**config.mk**
```make
export PLATFORM = sky130hd
export DESIGN_NAME = gain_presel_top
export DESIGN_NICKNAME = d
export VERILOG_FILES = /design/src/common/basic_op_pkg.sv /design/src/common/g729_gain_pkg.sv /design/src/logic/l_shift_unit.sv /design/src/logic/gain_const_rom.sv /design/src/gain_presel/gain_presel.sv /design/src/logic/gain_presel_top.sv
export SDC_FILE = /design/constraint.sdc
export NUM_CORES = 2
export LEC_CHECK = 0
export BUFFER_PORTS_ARGS = -buffer_cell sky130_fd_sc_hd__clkbuf_2
export CORE_ASPECT_RATIO = 0.75
export CORE_MARGIN = 2
export CORE_UTILIZATION = 67
export DETAILED_ROUTE_END_ITERATION = 10
export PLACE_DENSITY = 0.84
export SYNTH_ARGS = -nofsm -noshare
export SYNTH_HDL_FRONTEND = slang
export SYNTH_HIERARCHICAL = 1
export SYNTH_SLANG_ARGS = --single-unit
```
**constraint.sdc**
```tcl
create_clock -name clock -period 14.6 [get_ports clock]
set_clock_uncertainty 0.05 [all_clocks]
set_input_delay 0.73 -clock clock [delete_from_list [all_inputs] [get_ports clock]]
set_output_delay 0.73 -clock clock [all_outputs]
set_load 0.1 [all_outputs]
```
**src/common/basic_op_pkg.sv**
```systemverilog
`default_nettype none

package basic_op_pkg;

	typedef logic signed [15:0] word16_t;
	typedef logic signed [31:0] word32_t;
	typedef logic signed [5:0]  shift_t;

	localparam word32_t MAX_32 = 32'sh7fff_ffff;
	localparam word32_t MIN_32 = 32'sh8000_0000;
	localparam word16_t MAX_16 = 16'sh7fff;
	localparam word16_t MIN_16 = 16'sh8000;

	////////////////////////////////////////////////////////////
	// 16-bit operators

	function automatic word16_t sat_16(word32_t x);
		if (x > 32'sd32767)
			return MAX_16;
		if (x < -32'sd32768)
			return MIN_16;
		return x[15:0];
	endfunction

	function automatic word16_t add(word16_t a, word16_t b);
		return sat_16(word32_t'(a) + word32_t'(b));
	endfunction

	function automatic word16_t sub(word16_t a, word16_t b);
		return sat_16(word32_t'(a) - word32_t'(b));
	endfunction

	// Q15 product, only -1 * -1 overflows
	function automatic word16_t mult(word16_t a, word16_t b);
		word32_t p;
		p = (word32_t'(a) * word32_t'(b)) >>> 15;
		return sat_16(p);
	endfunction

	function automatic word16_t extract_h(word32_t a);
		return a[31:16];
	endfunction

	////////////////////////////////////////////////////////////
	// 32-bit operators

	function automatic word32_t l_mult(word16_t a, word16_t b);
		word32_t p;
		p = word32_t'(a) * word32_t'(b);
		if (p == 32'sh4000_0000)
			return MAX_32;
		return p <<< 1;
	endfunction

	function automatic word32_t l_add(word32_t a, word32_t b);
		word32_t s;
		s = a + b;
		if ((a[31] == b[31]) && (s[31] != a[31]))
			return a[31] ? MIN_32 : MAX_32;
		return s;
	endfunction

	function automatic word32_t l_sub(word32_t a, word32_t b);
		word32_t s;
		s = a - b;
		if ((a[31] != b[31]) && (s[31] != a[31]))
			return a[31] ? MIN_32 : MAX_32;
		return s;
	endfunction

	// Negative count turns into a saturating left shift
	function automatic word32_t l_shr(word32_t a, shift_t n);
		word32_t r;
		r = a;
		if (n < 0) begin
			for (int i = 0; i < 32; i++) begin
				if (i < -n) begin
					if (r > 32'sh3fff_ffff)
						r = MAX_32;
					else if (r < 32'shc000_0000)
						r = MIN_32;
					else
						r = r <<< 1;
				end
			end
		end else if (n >= 6'sd31) begin
			r = a[31] ? -32'sd1 : 32'sd0;
		end else begin
			r = a >>> n;
		end
		return r;
	endfunction

endpackage

`default_nettype wire

```
**src/common/g729_gain_pkg.sv**
```systemverilog
`default_nettype none

package g729_gain_pkg;

	typedef struct packed {
		basic_op_pkg::word16_t pitch;
		basic_op_pkg::word16_t code;
	} gain_pair_t;

	typedef struct packed {
		logic [2:0] cand1;
		logic [3:0] cand2;
	} cand_t;

	typedef logic [4:0] rom_addr_t;

	////////////////////////////////////////////////////////////
	// Table layout

	localparam rom_addr_t COEF_BASE   = 5'd0;
	// High word first, L_coef[0][1] then L_coef[1][1]
	localparam rom_addr_t L_COEF_BASE = 5'd4;
	localparam rom_addr_t THR1_BASE   = 5'd8;
	localparam rom_addr_t THR2_BASE   = 5'd12;

	localparam int NCAN1 = 4;
	localparam int NCAN2 = 8;

	localparam basic_op_pkg::word16_t INV_COEF = 16'shbd31;

	localparam basic_op_pkg::word16_t GAIN_TABLE [0:19] = '{
		// coef[0][0], coef[0][1], coef[1][0], coef[1][1]
		16'sd31881, 16'sd26416, 16'sd31548, 16'sd27816,
		// L_coef[0][1], L_coef[1][1]
		16'sh6730, 16'sh4880, 16'sh6ca8, 16'sh9fc0,
		// thr1, Q14
		16'sd10808, 16'sd12374, 16'sd19778, 16'sd32567,
		// thr2, Q15
		16'sd14087, 16'sd16188, 16'sd20274, 16'sd21321,
		16'sd23525, 16'sd25232, 16'sd27873, 16'sd30542
	};

	typedef enum logic [3:0] {
		S_IDLE,
		S_CFBG,
		S_LC11_HI,
		S_LC11_LO,
		S_SHL_CODE,
		S_SHL_X,
		S_LC01_HI,
		S_LC01_LO,
		S_C10,
		S_SHL_Y,
		S_THR1_RD,
		S_THR1_CMP,
		S_THR2_RD,
		S_THR2_CMP
	} presel_state_e;

endpackage

`default_nettype wire

```
**src/logic/l_shift_unit.sv**
```systemverilog
`timescale 1ns/100ps
`default_nettype none

module l_shift_unit #(
	parameter int SHIFT_WIDTH = 32
) (
	input  wire logic                          clock,
	input  wire logic                          reset,
	input  wire logic                          start,
	input  wire logic signed [SHIFT_WIDTH-1:0] value,
	input  wire basic_op_pkg::shift_t          count,
	output logic signed [SHIFT_WIDTH-1:0]      result,
	output logic                               done
);

	localparam logic signed [SHIFT_WIDTH-1:0] SAT_MAX = {1'b0, {(SHIFT_WIDTH-1){1'b1}}};
	localparam logic signed [SHIFT_WIDTH-1:0] SAT_MIN = {1'b1, {(SHIFT_WIDTH-1){1'b0}}};
	localparam logic signed [SHIFT_WIDTH-1:0] HALF_MAX = SAT_MAX >>> 1;
	localparam logic signed [SHIFT_WIDTH-1:0] HALF_MIN = SAT_MIN >>> 1;

	logic                          busy;
	logic [5:0]                    remaining;
	logic [5:0]                    steps;
	logic signed [SHIFT_WIDTH-1:0] shift_in;
	logic signed [SHIFT_WIDTH-1:0] shifted;

	// Negative counts do no shifting
	assign steps = count[5] ? 6'd0 : $unsigned(count);
	assign shift_in = start ? value : result;

	// One place per step, saturated values are fixed points
	always_comb begin
		if (shift_in > HALF_MAX)
			shifted = SAT_MAX;
		else if (shift_in < HALF_MIN)
			shifted = SAT_MIN;
		else
			shifted = shift_in <<< 1;
	end

	always_ff @(posedge clock) begin
		if (reset) begin
			busy <= 1'b0;
			done <= 1'b0;
			remaining <= '0;
		end else begin
			done <= 1'b0;
			if (start) begin
				remaining <= (steps == 6'd0) ? 6'd0 : steps - 6'd1;
				busy <= (steps > 6'd1);
				done <= (steps <= 6'd1);
			end else if (busy) begin
				remaining <= remaining - 6'd1;
				if (remaining == 6'd1) begin
					busy <= 1'b0;
					done <= 1'b1;
				end
			end
		end
	end

	// First step is taken on the load edge
	always_ff @(posedge clock) begin
		if (start)
			result <= (steps == 6'd0) ? value : shifted;
		else if (busy)
			result <= shifted;
	end

	a_no_start_when_busy: assert property (@(posedge clock) disable iff (reset)
		start |-> !busy);

endmodule

`default_nettype wire

```
**src/logic/gain_const_rom.sv**
```systemverilog
`timescale 1ns/100ps
`default_nettype none

module gain_const_rom (
	input  wire logic                      clock,
	input  wire g729_gain_pkg::rom_addr_t  addr,
	output basic_op_pkg::word16_t          data
);

	import g729_gain_pkg::*;

	localparam int TABLE_DEPTH = $size(GAIN_TABLE);

	// Registered read, unused addresses read as zero
	always_ff @(posedge clock) begin
		if (int'(addr) < TABLE_DEPTH)
			data <= GAIN_TABLE[addr];
		else
			data <= '0;
	end

endmodule

`default_nettype wire

```
**src/gain_presel/gain_presel.sv**
```systemverilog
`timescale 1ns/100ps
`default_nettype none

module gain_presel (
	input  wire logic                       clock,
	input  wire logic                       reset,
	input  wire logic                       start,
	input  wire basic_op_pkg::word16_t      gcode0,
	input  wire g729_gain_pkg::gain_pair_t  best_gain,
	input  wire basic_op_pkg::word16_t      rom_data,
	input  wire logic                       shl_done,
	input  wire basic_op_pkg::word32_t      shl_result,
	output logic                            done,
	output g729_gain_pkg::cand_t            cand,
	output g729_gain_pkg::rom_addr_t        rom_addr,
	output logic                            shl_start,
	output basic_op_pkg::word32_t           shl_value,
	output basic_op_pkg::shift_t            shl_count
);

	import basic_op_pkg::*;
	import g729_gain_pkg::*;

	// (14+4+1)-16 and (15+4+1)-15
	localparam shift_t SFT_Y = 6'sd3;
	localparam shift_t SFT_X = 6'sd5;

	presel_state_e state;
	presel_state_e state_next;

	word16_t    gcode0_q;
	gain_pair_t gain_q;
	word16_t    coef_hi;
	word16_t    acc_h;
	word32_t    l_cfbg;
	word32_t    l_preg;
	word32_t    l_tmp_x;
	word32_t    l_tmp_y;
	logic [2:0] c1;
	logic [3:0] c2;
	logic       shl_pending;

	word32_t    l_coef;
	word32_t    scaled;
	word32_t    thr_ref;
	shift_t     thr_sft;
	word32_t    l_temp;
	logic       gcode_pos;
	logic       step;
	logic [2:0] c1_inc;
	logic [3:0] c2_inc;
	logic [2:0] lim1;
	logic [3:0] lim2;
	logic       c1_last;
	logic       c2_last;

	assign l_coef = {coef_hi, rom_data};
	assign scaled = l_mult(extract_h(shl_result), INV_COEF);
	assign gcode_pos = (gcode0_q > 16'sd0);

	////////////////////////////////////////////////////////////
	// Threshold walk

	assign thr_ref = (state == S_THR1_CMP) ? l_tmp_y : l_tmp_x;
	assign thr_sft = (state == S_THR1_CMP) ? SFT_Y : SFT_X;
	assign l_temp = l_sub(thr_ref, l_shr(l_mult(rom_data, gcode0_q), thr_sft));

	// Sense flips for gcode0 <= 0
	assign step = gcode_pos ? (l_temp > 32'sd0) : (l_temp < 32'sd0);

	// Non-positive search ends one entry early
	assign lim1 = gcode_pos ? 3'(NCAN1) : 3'(NCAN1 - 1);
	assign lim2 = gcode_pos ? 4'(NCAN2) : 4'(NCAN2 - 1);
	assign c1_inc = c1 + 3'd1;
	assign c2_inc = c2 + 4'd1;
	assign c1_last = (c1_inc == lim1);
	assign c2_last = (c2_inc == lim2);

	////////////////////////////////////////////////////////////
	// Sequencer
	//   x = (best_gain[1] - (coef00*best_gain[0] + coef11)*gcode0) * inv_coef
	//   y = (coef10*(L_coef01 term)*gcode0 - coef10*best_gain[0]) * inv_coef

	always_comb begin
		state_next = state;
		rom_addr = COEF_BASE;
		shl_start = 1'b0;
		shl_value = word32_t'(gain_q.code);
		shl_count = 6'sd7;
		case (state)
			S_IDLE: begin
				if (start)
					state_next = S_CFBG;
			end
			S_CFBG: begin
				rom_addr = L_COEF_BASE + 5'd2;
				state_next = S_LC11_HI;
			end
			S_LC11_HI: begin
				rom_addr = L_COEF_BASE + 5'd3;
				state_next = S_LC11_LO;
			end
			S_LC11_LO: begin
				// Code gain Q1 -> Q8
				shl_start = 1'b1;
				state_next = S_SHL_CODE;
			end
			S_SHL_CODE: begin
				if (shl_done) begin
					shl_start = 1'b1;
					shl_value = l_sub(shl_result, l_preg);
					shl_count = 6'sd2;
					state_next = S_SHL_X;
				end
			end
			S_SHL_X: begin
				rom_addr = L_COEF_BASE;
				if (shl_done)
					state_next = S_LC01_HI;
			end
			S_LC01_HI: begin
				rom_addr = L_COEF_BASE + 5'd1;
				state_next = S_LC01_LO;
			end
			S_LC01_LO: begin
				rom_addr = COEF_BASE + 5'd2;
				state_next = S_C10;
			end
			S_C10: begin
				shl_start = 1'b1;
				shl_value = l_sub(l_mult(acc_h, rom_data),
					l_shr(l_mult(rom_data, gain_q.pitch), 6'sd3));
				shl_count = 6'sd2;
				state_next = S_SHL_Y;
			end
			S_SHL_Y: begin
				if (shl_done)
					state_next = S_THR1_RD;
			end
			S_THR1_RD: begin
				rom_addr = THR1_BASE + rom_addr_t'(c1);
				state_next = S_THR1_CMP;
			end
			S_THR1_CMP: begin
				state_next = (step && !c1_last) ? S_THR1_RD : S_THR2_RD;
			end
			S_THR2_RD: begin
				rom_addr = THR2_BASE + rom_addr_t'(c2);
				state_next = S_THR2_CMP;
			end
			S_THR2_CMP: begin
				state_next = (step && !c2_last) ? S_THR2_RD : S_IDLE;
			end
			default: state_next = S_IDLE;
		endcase
	end

	always_ff @(posedge clock) begin
		if (reset) begin
			state <= S_IDLE;
			done <= 1'b0;
			cand <= '0;
			c1 <= '0;
			c2 <= '0;
		end else begin
			state <= state_next;
			done <= 1'b0;
			case (state)
				S_IDLE: begin
					if (start) begin
						c1 <= '0;
						c2 <= '0;
					end
				end
				S_THR1_CMP: begin
					if (step)
						c1 <= c1_inc;
				end
				S_THR2_CMP: begin
					if (step)
						c2 <= c2_inc;
					if (state_next == S_IDLE) begin
						done <= 1'b1;
						cand.cand1 <= c1;
						cand.cand2 <= step ? c2_inc : c2;
					end
				end
				default: ;
			endcase
		end
	end

	// Datapath registers
	always_ff @(posedge clock) begin
		case (state)
			S_IDLE: begin
				if (start) begin
					gcode0_q <= gcode0;
					gain_q <= best_gain;
				end
			end
			S_CFBG: l_cfbg <= l_mult(rom_data, gain_q.pitch);
			S_LC11_HI, S_LC01_HI: coef_hi <= rom_data;
			S_LC11_LO: begin
				l_preg <= l_mult(extract_h(l_add(l_cfbg, l_shr(l_coef, 6'sd15))),
					gcode0_q);
			end
			S_SHL_X: begin
				if (shl_done)
					l_tmp_x <= scaled;
			end
			S_LC01_LO: begin
				acc_h <= mult(extract_h(l_sub(l_cfbg, l_shr(l_coef, 6'sd10))), gcode0_q);
			end
			S_SHL_Y: begin
				if (shl_done)
					l_tmp_y <= scaled;
			end
			default: ;
		endcase
	end

	// Tracks a shift in flight across the shifter boundary
	always_ff @(posedge clock) begin
		if (reset)
			shl_pending <= 1'b0;
		else if (shl_start)
			shl_pending <= 1'b1;
		else if (shl_done)
			shl_pending <= 1'b0;
	end

	a_done_single: assert property (@(posedge clock) disable iff (reset)
		done |=> !done);

	a_cand_range: assert property (@(posedge clock) disable iff (reset)
		(cand.cand1 <= 3'(NCAN1)) && (cand.cand2 <= 4'(NCAN2)));

	a_one_shift: assert property (@(posedge clock) disable iff (reset)
		shl_start |-> (!shl_pending || shl_done));

endmodule

`default_nettype wire

```
**src/logic/gain_presel_top.sv**
```systemverilog
`timescale 1ns/100ps
`default_nettype none

module gain_presel_top #(
	parameter int SHIFT_WIDTH = 32
) (
	input  wire logic                       clock,
	input  wire logic                       reset,
	input  wire logic                       start,
	input  wire basic_op_pkg::word16_t      gcode0,
	input  wire g729_gain_pkg::gain_pair_t  best_gain,
	output logic                            done,
	output g729_gain_pkg::cand_t            cand
);

	import basic_op_pkg::*;
	import g729_gain_pkg::*;

	rom_addr_t rom_addr;
	word16_t   rom_data;
	logic      shl_start;
	logic      shl_done;
	word32_t   shl_value;
	word32_t   shl_result;
	shift_t    shl_count;

	gain_presel presel_i (
		.clock      (clock),
		.reset      (reset),
		.start      (start),
		.gcode0     (gcode0),
		.best_gain  (best_gain),
		.rom_data   (rom_data),
		.shl_done   (shl_done),
		.shl_result (shl_result),
		.done       (done),
		.cand       (cand),
		.rom_addr   (rom_addr),
		.shl_start  (shl_start),
		.shl_value  (shl_value),
		.shl_count  (shl_count)
	);

	gain_const_rom rom_i (
		.clock (clock),
		.addr  (rom_addr),
		.data  (rom_data)
	);

	l_shift_unit #(
		.SHIFT_WIDTH (SHIFT_WIDTH)
	) shl_i (
		.clock  (clock),
		.reset  (reset),
		.start  (shl_start),
		.value  (shl_value),
		.count  (shl_count),
		.result (shl_result),
		.done   (shl_done)
	);

endmodule

`default_nettype wire

```
# [Word-level counts from Yosys, hierarchy flattened]
# Memory sizes are Yosys's and may differ from the RTL's. A register that Yosys moved wholly into a read port is not among the register bits.
# Cells that the tools add are included.
[totals] out_inout_bits=8 rom_bits=512 register_bits=267 in_bits=51 memories=1 elab_cells=440
[mem_list] name="(name not given)" words=32 width=16 read_ports=1 rd_ports_with_merged_regs=1 write_ports=0 line_no="gain_const_rom.sv:17" rtl="data <= GAIN_TABLE[addr];"
[op_classes] n_mux=231 n_bitwise=2 n_eq_ne=33 order_cmp=108 mul=6 reduce_logical=25 n_shift=1 addsub=12
[ops] cell="32-bit 2-to-1 mux" count=169
[ops] cell="32-bit by 31-bit greater-than comparator with 1-bit output (second input constant)" count=33
[ops] cell="32-bit by 31-bit < comparator with 1-bit output (second input constant)" count=33
[ops] cell="6-bit by 32-bit < comparator with 1-bit output (first input constant)" count=16
[ops] cell="5-bit by 32-bit < comparator with 1-bit output (first input constant)" count=8
[ops] cell="32-bit == test (second input constant)" count=5
[ops] cell="16-bit by 16-bit multiplier with 32-bit output" count=5
[ops] cell="4-bit by 32-bit < comparator with 1-bit output (first input constant)" count=4
[ops] cell="32-bit subtractor" count=4
[ops] cell="3-bit by 32-bit < comparator with 1-bit output (first input constant)" count=2
[ops] cell="16-bit 2-to-1 mux" count=4
[ops] cell="32-bit case mux with 2 select lines" count=1
[ops] cell="4-bit case mux with 14 select lines" count=1
[ops] cell="5-bit case mux with 7 select lines" count=1
[ops] cell="1-bit 2-to-1 mux" count=33
[ops] cell="32-bit adder" count=1
[ops] cell="32-bit by 1-bit greater-than comparator with 1-bit output (second input constant)" count=1
[ops] cell="1-bit by 32-bit < comparator with 1-bit output (first input constant)" count=1
[ops] cell="2-bit by 32-bit < comparator with 1-bit output (first input constant)" count=1
[ops] cell="32-bit by 1-bit < comparator with 1-bit output (second input constant)" count=1
[ops] cell="16-bit by 16-bit multiplier with 32-bit output (second input constant)" count=1
[ops] cell="4-bit 2-to-1 mux" count=8
[ops] cell="6-bit negator with 32-bit output" count=1
[ops] cell="32-bit by 6-bit >>> shifter with 32-bit output" count=1
[ops] cell="other kinds (41)" count=83

# [Depth between registers and ports, before layout]
[logic_depth] word_depth=176 mapped_depth=56

# [Cells and area by module]
# Netlist, hierarchy kept.
[modules_own_cells] mod="gain_presel" cells_each=7914 area_per_inst_um2=71785.1 instances=1
[modules_own_cells] mod="l_shift_unit" cells_each=221 area_per_inst_um2=2333.5 instances=1
[modules_own_cells] mod="gain_const_rom" cells_each=111 area_per_inst_um2=975.9 instances=1

# [Worst setup path before layout]
# No wires, ideal clock.
[synth_timing] path_kind="flip-flop to flip-flop" from="reg rom_i.data[1]" to="reg shl_i.result[28], data pin" arrival_ns=12.429 setup_slack_ns=1.975 path_stages_with_launch=54 synth_period_minus_slack_ns=12.625 required_time_ns=14.404 setup_time_ns=0.146 path_cell_list="dfxtp_1 -> clkbuf_1 -> clkbuf_1 -> nand2_1 -> fa_1 -> inv_1 -> fa_1 -> inv_1 -> fa_1 -> fa_1 -> inv_1 -> fa_1 -> inv_1 -> fa_1 -> inv_1 -> ha_1 -> a21oi_1 -> o21ai_0 -> [18 not listed] -> o21ai_0 -> o41ai_1 -> a221oi_1 -> a211oi_1 -> nor2b_1 -> o21ai_0 -> nand2b_1 -> a21oi_1 -> fa_1 -> nor3_4 -> buf_2 -> o21ai_0 -> nand3_1 -> nor2b_1 -> mux2_4 -> buf_2 -> a221oi_2 -> a21oi_1"
[synth_via] elab_chain_cells=19 word_cells_on_any_way=30 classes_between="add/sub: 1; mul: 2; order compare: 2; eq/ne: 4; mux: 20; reduce/logical: 1"
[synth_lines] item="start: declaration" line_no="gain_const_rom.sv:7" rtl="output basic_op_pkg::word16_t data"
[synth_lines] item="16-bit by 16-bit multiplier with 32-bit output" line_no="basic_op_pkg.sv:49" rtl="p = word32_t'(a) * word32_t'(b);"
[synth_lines] item="32-bit == test" line_no="basic_op_pkg.sv:50" rtl="if (p == 32'sh4000_0000)"
[synth_lines] item="1-bit 2-to-1 mux" line_no="basic_op_pkg.sv:50"
[synth_lines] item="1-bit 2-to-1 mux" line_no="gain_presel.sv:90" rtl="case (state)"
[synth_lines] item="32-bit 2-to-1 mux" line_no="basic_op_pkg.sv:52" rtl="return p <<< 1;"
[synth_lines] item="32-bit 2-to-1 mux" line_no="gain_presel.sv:90"
[synth_lines] item="32-bit subtractor" line_no="basic_op_pkg.sv:65" rtl="s = a - b;"
[synth_lines] item="1-bit != test" line_no="basic_op_pkg.sv:66" rtl="if ((a[31] != b[31]) && (s[31] != a[31]))"
[synth_lines] item="[4 not listed]"
[synth_lines] item="32-bit case mux with 2 select lines (*)" line_no="gain_presel.sv:90"
[synth_lines] item="net shl_value[30]" line_no="gain_presel_top.sv:23" rtl="word32_t shl_value;"
[synth_lines] item="32-bit 2-to-1 mux (*)" line_no="l_shift_unit.sv:29" rtl="assign shift_in = start ? value : result;"
[synth_lines] item="32-bit by 31-bit < comparator with 1-bit output" line_no="l_shift_unit.sv:35" rtl="else if (shift_in < HALF_MIN)"
[synth_lines] item="32-bit 2-to-1 mux" line_no="l_shift_unit.sv:35"
[synth_lines] item="32-bit 2-to-1 mux (*)" line_no="l_shift_unit.sv:33" rtl="if (shift_in > HALF_MAX)"
[synth_lines] item="32-bit 2-to-1 mux (on tied branches)" line_no="l_shift_unit.sv:66, l_shift_unit.sv:65"
[synth_lines] item="32-bit 2-to-1 mux (*)" line_no="l_shift_unit.sv:64" rtl="if (start)"
[synth_lines] item="end signal: assignment" line_no="l_shift_unit.sv:65" rtl="result <= (steps == 6'd0) ? value : shifted;"
[synth_lines] item="end signal: assignment" line_no="l_shift_unit.sv:67" rtl="result <= shifted;"
[synth_lines] item="end: declaration" line_no="l_shift_unit.sv:12" rtl="output logic signed [SHIFT_WIDTH-1:0] result,"
# Mark *: on every way through the listed nets, which the timed path passes. The rest lies on a longest branch. The select of a mux whose other input is x is not followed.
# A chain may end at the register's enable or synchronous reset.

# [Final worst setup path]
[layout_timing] from="reg rom_i.data[6]" to="reg shl_i.result[18], data pin"
# Same word-level chain as after synthesis.

==> run summary <==
Syn_area_per_cell -> 9.11 sq um
I/O pins -> 59
P&R area growth vs syn -> 4.21%
Global-route wire length before repair -> 341000 microns
Clock Tree Buf Depth -> 3
Synth Instances -> 8246
Final Routed Wirelength -> 212000 microns
1st-iter DRT viols -> 6324
Slowest stage cell, crit path -> dfxtp_2
# port buffers -> 58
Final period util -> 95.8%
Worst hold slack -> 0.207 ns
Largest area contributor in the netlist -> fa_1
Fillers -> 8195
Number of buffers created by CTS -> 36
Post-route cell area -> 0.0783 sq mm
Initial antenna violation count -> 4
Cell area after synthesis -> 0.0751 sq mm
Ys async rst share -> 0%
Kind of critical path -> reg -> reg
Via density -> 6.12
Max H-tree Level -> 2
Worst EP arrival -> 14.37 ns
Pin count of the biggest net entering global routing -> 62
Post-Synth Simple-Gate Area -> 16.0%
Highest metal layer with signal wires -> met5
Post-Synth XOR/XNOR Area -> 3.27%
Crit. End Element -> flip-flop
Min Tclk post-route -> 13.98 ns
Register area share after synthesis -> 10.7%
Die width -> 391 microns
Maximum clock rate -> 71.5 MHz
M1 WL -> 84200 microns
Ratio of cells with drive above 1 in the final layout -> 5.06%
Adder-cell share of the synthesized area -> 50.0%
Register clock-pin slew on the reported worst setup and hold paths -> 0.08 ns
Gr ovfl total -> 0
Drt drc -> 0
Max Slew Vio Count -> 61
Total GRT Usage -> 38.4%
Failing checks -> max-slew violations
Post-synth top flop -> edfxtp_1
Synth Register Bits -> 283
Post-synthesis cell type count -> 118
Worst-path fanout max -> 30
DR WL/cell -> 22.0 microns
WL met3 -> 30100 microns
Final Util -> 70.3%
CORE AREA -> 0.111 sq mm
DR vias -> 58900
Estimated wirelength of the detail-placed design -> 169000 microns
Final Hold Violating Endpoints -> 0
Worst skew pair latency -> 0.64 ns
Num Clock Sinks -> 283
Antenna Nets Post-Route -> 0
CP required -> 14.99 ns
Max Cap Viol -> 0
Run status -> complete, but fails checks
Worst-margin pin slew -> 2.43 ns
Synth Warn # -> 6
Die ar. -> 0.115 sq mm
GPL Wtd Cong -> 1.03
Die Y -> 294 microns
Nets -> 10300
Vias in the first global route -> 62300
Initial Utilization -> 67.5%
Rows -> 106
Slowest cell delay on critical path -> 0.64 ns
CTS tree -> yes
Area contributors post-synth -> fa_1 (38%), ha_1 (12%), edfxtp_1 (9.6%)
CP most frequent cell -> fa_1
Post-synth EDFFs -> 240
Placed instance area -> 0.0766 sq mm
Relative slew slack -> -62.8%
Routed wl met2 -> 90000 microns
Setup crit start kind -> flip-flop
Root buffer selected by CTS -> clkbuf_16
Main combinational cell family by area after synthesis -> adder cells
Initial DRT Pass Iterations -> 6
HP Class -> in -> reg
Synth top area share -> 38.0%
Final setup violation count -> 0
Synth Area in Compound Gates -> 9.23%
Mux share of post-synthesis cell area -> 0.350%
Hold buffers post-CTS -> 0
cell type report:
| class | instances | area (sq um) | share of cell area (%) |
|---|---|---|---|
| Tap cell | 1458 | 1820 | 2.33 |
| Antenna cell | 5 | 12.5 | 0.0160 |
| Clock buffer | 43 | 1000 | 1.28 |
| Timing Repair Buffer | 193 | 1320 | 1.69 |
| Multi-Input combinational cell | 5922 | 59300 | 75.8 |
| Inverter | 1699 | 6380 | 8.15 |
| Sequential cell | 283 | 8100 | 10.3 |
| Clock inverter | 23 | 292 | 0.373 |
timing repair:
item / CTS / global route
gates resized for setup: 0 / 15
endpoints found under the setup margin: 0 / 31
hold endpoints to repair: 0 / 0
buffers inserted: 0 / 31
synthesized netlist by cell type, types with 11 or more instances:
cell type     n
inv_1      1697
fa_1       1426
nand2_1     983
ha_1        718
and2_1      481
clkbuf_1    297
nor2_1      297
a21oi_1     286
edfxtp_1    240
xnor2_1     193
o21ai_0     172
nand3_1     146
nand2b_1    135
a21o_1      108
xor2_1       83
nor3_1       72
and3_1       70
a211oi_1     59
nor2b_1      56
o21a_1       48
dfxtp_1      43
o21bai_1     40
or2_2        40
o21ai_1      31
a221oi_1     27
o211ai_1     27
nor4_1       26
nand4_1      25
or3_1        24
a31oi_1      22
buf_2        19
mux2i_1      18
a2111oi_0    15
buf_6        15
o22ai_1      15
o31ai_1      15
o31a_1       13
a211o_1      12
and4_1       11
nand3b_1     11
logic make-up (layout without fill, tap and decap cells):
logic type	after synthesis	after routing
AOI/OAI and AO/OA	1031	1031
xor gates and xnor gates	278	278
adders and majority gates	2144	2144
buffers and inverters	2045	1958
DFF	283	283
muxes	25	26
other	2	9
and+or+nand+nor	2438	2439
flip-flops by register name, indices dropped and copies added (netlist names), 4 cells and up:
signal and cells:
presel_i/c2 4, presel_i/acc_h 16, presel_i/l_cfbg 32, presel_i/l_preg 32, presel_i/l_tmp_y 32, shl_i/result 32
presel_i/gcode0_q 16, presel_i/cand 7, presel_i/coef_hi 16, presel_i/gain_q 32, presel_i/l_tmp_x 32, rom_i/data 16
presel_i/state 4, shl_i/remaining 6
cells in the final DEF, fill, tap and decap left out, drive strengths merged, types with 14 or more instances in the layout:
cell type     n
a2111oi      16
a211oi       62
a21o        108
a21oi       293
a221oi       37
a31oi        23
and2        486
and3         71
buf         135
clkbuf      101
dfxtp        43
edfxtp      240
fa         1426
ha          718
inv        1701
mux2i        18
nand2       983
nand2b      135
nand3       146
nand4        25
nor2        301
nor2b        57
nor3         74
nor4         27
o211ai       31
o21a         48
o21ai       207
o21bai       40
o22ai        15
o31a         14
o31ai        16
or2          43
or3          24
xnor2       194
xor2         83
final timing paths:
kind | depth (start not counted) | to | from | slack [ns]
setup reg to reg | 50 | shl_i/result[18] | rom_i/data[6] | 0.62
setup / recovery | 50 | shl_i/result[18] | rom_i/data[6] | 0.62
hold / removal | 1 | presel_i/gain_q[29] | best_gain[29] | 0.21
hold reg to reg | 2 | presel_i/cand[5] | presel_i/cand[5] | 0.45
metal layers:
layer / global-route usage (%) / up-vias
met5: 1.27 / -
met4: 12.5 / 10
met3: 12.7 / 527
met2: 56.0 / 3649
met1: 54.1 / 29100
li1: - / 25600
critical path: cells and delay by family (launching register included):
kind / cells / cell delay (ns)
buffers and inverters: 8 / 1.16
adders and majority gates: 9 / 3.83
AOI/OAI and AO/OA: 19 / 4.70
and+or+nand+nor: 12 / 2.64
muxes: 2 / 0.72
DFF: 1 / 0.64
per-stage QoR:
| stage | instances | TNS [ns] | worst slack, ns |
|---|---|---|---|
| CTS | 9588 | 0 | 0.352 |
| detailed placement | 9522 | 0 | 0.436 |
| global placement | 9522 | 0 | 0.792 |
| global route | 9622 | -0.0336 | -0.0336 |
| floorplan | 8248 | 0 | 1.98 |
| finish | 9626 | 0 | 0.616 |
Power is left out: the tool's default activity adds up to more than one toggle a clock period on the data nets, which glitch-free logic cannot reach.
